===== src/rtl/pkt_framer_pkg.sv =====
//------------------------------------------------------------
// Shared types and constants for the byte-stream framer
// Lengths are 8 bits wide and saturate at LEN_MAX
//------------------------------------------------------------

package pkt_framer_pkg;

    // ------------------------------------------------------------
    // Data widths
    // ------------------------------------------------------------

    // One byte of the incoming stream
    typedef logic [7:0] byte_t;

    // Packet length, header plus body bytes
    typedef logic [7:0] len_t;

    // ------------------------------------------------------------
    // Constants
    // ------------------------------------------------------------

    // Byte value that opens a packet when no packet is open
    localparam byte_t DELIMITER = 8'hFF;

    // Length counter stops here
    localparam len_t LEN_MAX = 8'd255;

    // ------------------------------------------------------------
    // Framing FSM states
    // ------------------------------------------------------------

    // IDLE  : hunting for a delimiter
    // ARMED : delimiter seen, next valid byte is the header
    // BODY  : counting body bytes until the first gap
    typedef enum logic [1:0] {
        IDLE  = 2'd0,
        ARMED = 2'd1,
        BODY  = 2'd2
    } framer_state_t;

endpackage

===== src/rtl/pkt_ctrl_if.sv =====
//------------------------------------------------------------
// FSM to capture link, plain strobes sampled every clock
// No handshake, the receiver must accept every strobe
//------------------------------------------------------------
`timescale 1ns/1ns

interface pkt_ctrl_if import pkt_framer_pkg::*; ();

    // Byte aligned with the strobes below
    byte_t data;

    // Load data as header, restart the count at 1
    logic hdr_load;

    // One more body byte
    logic count_en;

    // Present the finished packet
    logic pkt_end;

    // Driver side, owned by the framing FSM
    modport fsm (
        output data,
        output hdr_load,
        output count_en,
        output pkt_end
    );

    // Receiver side, the capture stage
    modport cap (
        input data,
        input hdr_load,
        input count_en,
        input pkt_end
    );

endinterface


===== src/rtl/packet_buffer_top.sv =====
//------------------------------------------------------------
// Byte-stream framer top, no back-pressure
// pkt_valid comes 4 clocks after the gap that ends a packet
// Every valid byte on din is consumed
//------------------------------------------------------------
`timescale 1ns/1ns

module packet_buffer_top import pkt_framer_pkg::*; (
    input  logic  clk,
    input  logic  rst_n,
    input  byte_t din,
    input  logic  din_valid,
    output byte_t dout,
    output len_t  pkt_len,
    output logic  pkt_valid
);

    // Aligned detector outputs
    byte_t byte_q;
    logic  valid_q;
    logic  delim_q;

    // FSM to capture strobes
    pkt_ctrl_if ctrl_if ();

    // ------------------------------------------------------------
    // Input side
    // ------------------------------------------------------------

    delim_detect u_delim_detect (
        .clk       (clk),
        .rst_n     (rst_n),
        .din       (din),
        .din_valid (din_valid),
        .byte_q    (byte_q),
        .valid_q   (valid_q),
        .delim_q   (delim_q)
    );

    // ------------------------------------------------------------
    // Framing
    // ------------------------------------------------------------

    pkt_framer_fsm u_pkt_framer_fsm (
        .clk     (clk),
        .rst_n   (rst_n),
        .byte_q  (byte_q),
        .valid_q (valid_q),
        .delim_q (delim_q),
        .ctrl    (ctrl_if.fsm)
    );

    // ------------------------------------------------------------
    // Output side
    // ------------------------------------------------------------

    pkt_capture u_pkt_capture (
        .clk       (clk),
        .rst_n     (rst_n),
        .ctrl      (ctrl_if.cap),
        .dout      (dout),
        .pkt_len   (pkt_len),
        .pkt_valid (pkt_valid)
    );

endmodule


===== src/rtl/pkt_capture.sv =====
//------------------------------------------------------------
// Header and length capture, pkt_valid 1 clock after pkt_end
// dout and pkt_len hold until the next packet ends
// Length counts header plus body, saturating at LEN_MAX
//------------------------------------------------------------
`timescale 1ns/1ns

module pkt_capture import pkt_framer_pkg::*; (
    input  logic        clk,
    input  logic        rst_n,
    pkt_ctrl_if.cap     ctrl,
    output byte_t       dout,
    output len_t        pkt_len,
    output logic        pkt_valid
);

    // ------------------------------------------------------------
    // Working registers for the packet in progress
    // ------------------------------------------------------------

    byte_t hdr_r;
    len_t  len_r;

    // Header only changes on hdr_load
    always_ff @(posedge clk) begin
        if (ctrl.hdr_load) begin
            hdr_r <= ctrl.data;
        end
    end

    // Count restarts at 1 for the header byte
    always_ff @(posedge clk or negedge rst_n) begin
        if (!rst_n) begin
            len_r <= '0;
        end else if (ctrl.hdr_load) begin
            len_r <= 8'd1;
        end else if (ctrl.count_en && (len_r != LEN_MAX)) begin
            len_r <= len_r + 8'd1;
        end
    end

    // ------------------------------------------------------------
    // Output registers
    // ------------------------------------------------------------

    // Copied only at packet end, so counting never disturbs them
    always_ff @(posedge clk or negedge rst_n) begin
        if (!rst_n) begin
            dout      <= '0;
            pkt_len   <= '0;
            pkt_valid <= 1'b0;
        end else begin
            // Single-cycle pulse
            pkt_valid <= ctrl.pkt_end;
            if (ctrl.pkt_end) begin
                dout    <= hdr_r;
                pkt_len <= len_r;
            end
        end
    end

endmodule


===== src/rtl/pkt_framer_fsm.sv =====
//------------------------------------------------------------
// Framing FSM, outputs registered (1 clock after input)
// A gap between delimiter and header is waited out forever
// Inside a packet the delimiter value is plain data
//------------------------------------------------------------
`timescale 1ns/1ns

module pkt_framer_fsm import pkt_framer_pkg::*; (
    input  logic        clk,
    input  logic        rst_n,
    input  byte_t       byte_q,
    input  logic        valid_q,
    input  logic        delim_q,
    pkt_ctrl_if.fsm     ctrl
);

    // ------------------------------------------------------------
    // State and next-cycle values
    // ------------------------------------------------------------

    framer_state_t state;
    framer_state_t state_d;

    logic hdr_load_d;
    logic count_en_d;
    logic pkt_end_d;

    // ------------------------------------------------------------
    // Next-state and strobe decode
    // ------------------------------------------------------------

    always_comb begin
        // Strobes default low, state holds
        state_d    = state;
        hdr_load_d = 1'b0;
        count_en_d = 1'b0;
        pkt_end_d  = 1'b0;

        case (state)
            IDLE: begin
                // Non-delimiter bytes are dropped here
                if (delim_q) begin
                    state_d = ARMED;
                end
            end

            ARMED: begin
                // First valid byte is the header, even if it is FF
                if (valid_q) begin
                    hdr_load_d = 1'b1;
                    state_d    = BODY;
                end
            end

            BODY: begin
                if (valid_q) begin
                    count_en_d = 1'b1;
                end else begin
                    // First gap closes the packet
                    pkt_end_d = 1'b1;
                    state_d   = IDLE;
                end
            end

            // Recover from an illegal encoding
            default: begin
                state_d = IDLE;
            end
        endcase
    end

    // ------------------------------------------------------------
    // Registers
    // ------------------------------------------------------------

    always_ff @(posedge clk or negedge rst_n) begin
        if (!rst_n) begin
            state         <= IDLE;
            ctrl.hdr_load <= 1'b0;
            ctrl.count_en <= 1'b0;
            ctrl.pkt_end  <= 1'b0;
        end else begin
            state         <= state_d;
            ctrl.hdr_load <= hdr_load_d;
            ctrl.count_en <= count_en_d;
            ctrl.pkt_end  <= pkt_end_d;
        end
    end

    // Data byte travels beside the strobes
    always_ff @(posedge clk) begin
        ctrl.data <= byte_q;
    end

endmodule


===== src/rtl/delim_detect.sv =====
//------------------------------------------------------------
// Two-stage input pipeline with delimiter compare
// Fixed latency of 2 clocks, no back-pressure
// delim_q is only ever high together with valid_q
//------------------------------------------------------------
`timescale 1ns/1ns

module delim_detect import pkt_framer_pkg::*; (
    input  logic  clk,
    input  logic  rst_n,
    input  byte_t din,
    input  logic  din_valid,
    output byte_t byte_q,
    output logic  valid_q,
    output logic  delim_q
);

    // ------------------------------------------------------------
    // Stage 1 registers
    // ------------------------------------------------------------

    byte_t byte_s1;
    logic  valid_s1;

    // Stage 1 valid bit
    always_ff @(posedge clk or negedge rst_n) begin
        if (!rst_n) begin
            valid_s1 <= 1'b0;
        end else begin
            valid_s1 <= din_valid;
        end
    end

    // Stage 1 byte
    always_ff @(posedge clk) begin
        byte_s1 <= din;
    end

    // ------------------------------------------------------------
    // Stage 2, compare and align
    // ------------------------------------------------------------

    // Flag is qualified by the valid bit before it is registered
    always_ff @(posedge clk or negedge rst_n) begin
        if (!rst_n) begin
            valid_q <= 1'b0;
            delim_q <= 1'b0;
        end else begin
            valid_q <= valid_s1;
            delim_q <= valid_s1 && (byte_s1 == DELIMITER);
        end
    end

    // Byte follows the flag so all three stay in step
    always_ff @(posedge clk) begin
        byte_q <= byte_s1;
    end

endmodule


===== config.mk =====
export PLATFORM = sky130hd
export DESIGN_NAME = packet_buffer_top
export DESIGN_NICKNAME = d
export VERILOG_FILES = /design/src/rtl/pkt_framer_pkg.sv /design/src/rtl/pkt_ctrl_if.sv /design/src/rtl/packet_buffer_top.sv /design/src/rtl/pkt_capture.sv /design/src/rtl/pkt_framer_fsm.sv /design/src/rtl/delim_detect.sv
export SDC_FILE = /design/constraint.sdc
export NUM_CORES = 1
export LEC_CHECK = 0
export ABC_AREA = 1
export BUFFER_PORTS_ARGS = -buffer_cell sky130_fd_sc_hd__buf_2
export CAP_MARGIN = 40
export CORE_MARGIN = 2
export CORE_UTILIZATION = 35
export DETAILED_ROUTE_END_ITERATION = 10
export PLACE_DENSITY = 0.6
export SYNTH_ARGS = -nofsm -noshare
export SYNTH_HDL_FRONTEND = slang
export SYNTH_SLANG_ARGS = --single-unit
export TNS_END_PERCENT = 1

===== constraint.sdc =====
create_clock -name clk -period 1.3 [get_ports clk]
set_input_delay 0.195 -clock clk [delete_from_list [all_inputs] [get_ports clk]]
set_output_delay 0.195 -clock clk [all_outputs]
set_load 0.01 [all_outputs]

==> flow_summary.toml <==
[grt]
globalRouteTotalUtil_pct = 12.0
antenna_found_initial = 0
grt_max_degree = 34
grt_pass1_wl_mm = 5.80
grt_pass1_vias = 1301
grt_overflow_total = 0

[sta]
hold_viol = 0
rsz0062_at_grt = "true"
fin_crit_sh_pct = 96.5
worstMarginPinSlew_ns = 0.419
hold_ws_ns = 0.327
finalMaxSlewViolations = 0
fin_skew_ns = 0.00404
post-route-min-period_ns = 1.25
clock.fmax_mhz = 797
setup_viol_count_final = 0
relSlewSlack_pct = 72.1

[pwr]
p_leak_nw = 1.29
ir_worst_vdd_uv = 675
power.density_nw_per_um2 = 1770
total_power_w = 0.00480

[synth]
synth-edff-count = 8
postSynthAreaPerCell_um2 = 12.6
yosys.cell_types.count = 23
synth_compound_area_share_pct = 2.36
syn_nets = 180
synthesis.area_um2 = 2120
yosys-top-cells-area = "dfrtp_1, dfxtp_1, edfxtp_1"
seq_area_frac_synth_pct = 73.0
yosys.area_share.simple_pct = 14.5
yosysMostFrequentCell = "dfrtp_1"
yosys_warnings = 0
synthFlopType = "dfrtp_1"
synth_common_cells = "dfrtp_1, dfxtp_1, nand2_1, nor2_1, nand3_1"
synth_top_family_by_area = "simple AND/OR/NAND/NOR gates"
yosysTopAreaCellShare_pct = 39.0
synth_fa_ha_area_share_pct = 0.590
synth_cells = 168
synth-seq-cells = 65
synth-xor-area-share_pct = 0
async_flop_share_pct = 50.8
yosysTopAreaCell = "dfrtp_1"
synth_mux_area_share_pct = 6.38

[critical_path]
critPathArrivalTime_ns = 1.48
worstPathCellList = "ha_4, nand2_4, nor2_4, nand2_4, nand3_4, inv_2, nand2_2, nand2_1"
start_kind = "flip-flop"
cp_data_required_time_ns = 1.52
cp_max_fo = 8
worstSetupPathType = "flip-flop to flip-flop"
crit_path_frequent_cell = "nand2_4"
cp_top_family = "simple AND/OR/NAND/NOR gates"
slowest_delay_ns = 0.43
path_buf_inv = 1
slowest_stage = "dfrtp_1"
cp-end-kind = "flip-flop"

[clock_network]
tritoncts = "yes"
cts_buffer_depth = 2
cts.clk_slew.worst_paths_ns = 0.07
cts_num_sinks = 65
ctsRootBufferMaster = "clkbuf_8"
htreeDepth = 3
clk-insertion-delay-late_ns = 0.33
numCtsBuffers = 9

[detailed_routing]
routedWlPerCell_um = 11.4
antenna_left = 0
detailedRoute.firstIterationViolations = 55
num_vias = 1296
routed_via_density = 4.33
drcViolationCount = 0
wirelength_mm = 3.40
drt-pass1-iter-count = 4

[die]
die_area_um2 = 6690
rows = 28
ioPinCount = 28
coreArea_um2 = 5890
dieHeight_um = 81.8
initial_core_util_pct = 36.0
die_width_um = 81.8

[cells_and_area]
nets = 231
diodes = 0
nFillCells = 543
synthToLayoutAreaGrowth_pct = 28.3
drive_above_1_share_pct = 32.1

[placed_design]
portBuffers = 27
dpl.hpwl_mm = 2.19
place.gp.congestion = 0.755

[hold_path]
min_path_type = "flip-flop to flip-flop"

[run]
maxCapViolCount = 0

[outcome]
outcome = "complete, no violations"
[final cells by class]
cell class              instances  area [µm²]  area share [%]
well taps                      75        93.8            3.45
inverters                      14        52.6            1.93
multi-input cells              86         538            19.8
clock inverters                 6        67.6            2.49
clock buffers                  10         128            4.69
flip-flops and latches         65        1550            56.9
repair buffers                 43         293            10.8
[report_power, final]
part | internal, W | switching [W] | total [W] | leakage [nW]
Clock | 0.000891 | 0.000746 | 0.00164 | 0.0929
Combinational | 0.000363 | 0.000334 | 0.000697 | 0.487
Sequential | 0.00231 | 0.000154 | 0.00247 | 0.715
Total | 0.00357 | 0.00123 | 0.00480 | 1.29
[metal layers]
metal / vias up / share of wire (%) / global-route usage [%]
met5: - / 0 / 0
met3: 5 / 4.3 / 4.95
met2: 21 / 49 / 18.5
met1: 620 / 45 / 13.9
li1: 650 / - / -
met4: 0 / 1.8 / 7.50
[sequential cells by signal, summed over array words and instances, names as in the netlist]
signal and cells:
u_pkt_capture.pkt_len 8, u_pkt_framer_fsm.state 2, u_pkt_framer_fsm.ctrl.hdr_load 1, u_delim_detect.byte_q 8
u_pkt_framer_fsm.ctrl.count_en 1, u_pkt_capture.hdr_r 8, u_pkt_capture.pkt_valid 1, u_delim_detect.byte_s1 8
u_delim_detect.delim_q 1, u_pkt_capture.len_r 8, u_pkt_framer_fsm.ctrl.pkt_end 1, u_delim_detect.valid_s1 1
u_pkt_framer_fsm.ctrl.data 8, u_delim_detect.valid_q 1, u_pkt_capture.dout 8
[placed cells by master, fill, tap and decap left out, types with 9 or more instances in the layout]
cell type      synthesis  final
dlygate4sd3_1          0     10
dfrtp_1               33     33
dfxtp_1               24     24
inv_1                 11     11
buf_2                  3     27
nand2_1               20     19
mux2_2                12     12
nand3_1               13     12
clkbuf_8               0      9
nor2_1                20     20
[path summary, 6_finish.rpt]
check,slack [ns],cells past startpoint,to,startpoint
worst max register to register,0.05,8,u_pkt_capture.len_r[1],u_pkt_capture.len_r[1]
worst min register to register,0.33,0,u_pkt_framer_fsm.ctrl.data[2],u_delim_detect.byte_q[2]
worst max-delay path,0.05,8,u_pkt_capture.len_r[1],u_pkt_capture.len_r[1]
worst min-delay path,0.33,0,u_pkt_framer_fsm.ctrl.data[2],u_delim_detect.byte_q[2]
min in group asynchronous,0.42,3,u_pkt_capture.len_r[7],rst_n
max in group asynchronous,0.58,3,u_pkt_capture.len_r[0],rst_n
[timing repair]
item,CTS,global route
hold buffers,10,0
endpoints found under the setup margin,0,7
endpoints found under the hold margin,42,0
setup buffers,0,2
gates resized for setup,0,6
[metrics by stage]
stage	instance area [µm²]	std cells	TNS [ns]	util, %	setup WS (ns)
after CTS	2670	297	0	45.4	0.0168
after floorplan	2120	168	0	-	0.136
after detailed placement	2380	271	0	40.4	0.0336
after global routing	2720	299	-0.0408	46.2	-0.0208
after global placement	2380	271	0	40.4	0.0673
final	2720	299	0	46.2	0.0457
[logic make-up (layout without fill, tap and decap cells)]
family,count (synthesis),in the layout
DFF,65,65
muxes,12,12
and+or+nand+nor,64,64
adders and majority gates,1,1
AOI/OAI and AO/OA,9,9
buffers and inverters,17,73
No activity file was read; power rests on OpenSTA's default activity.
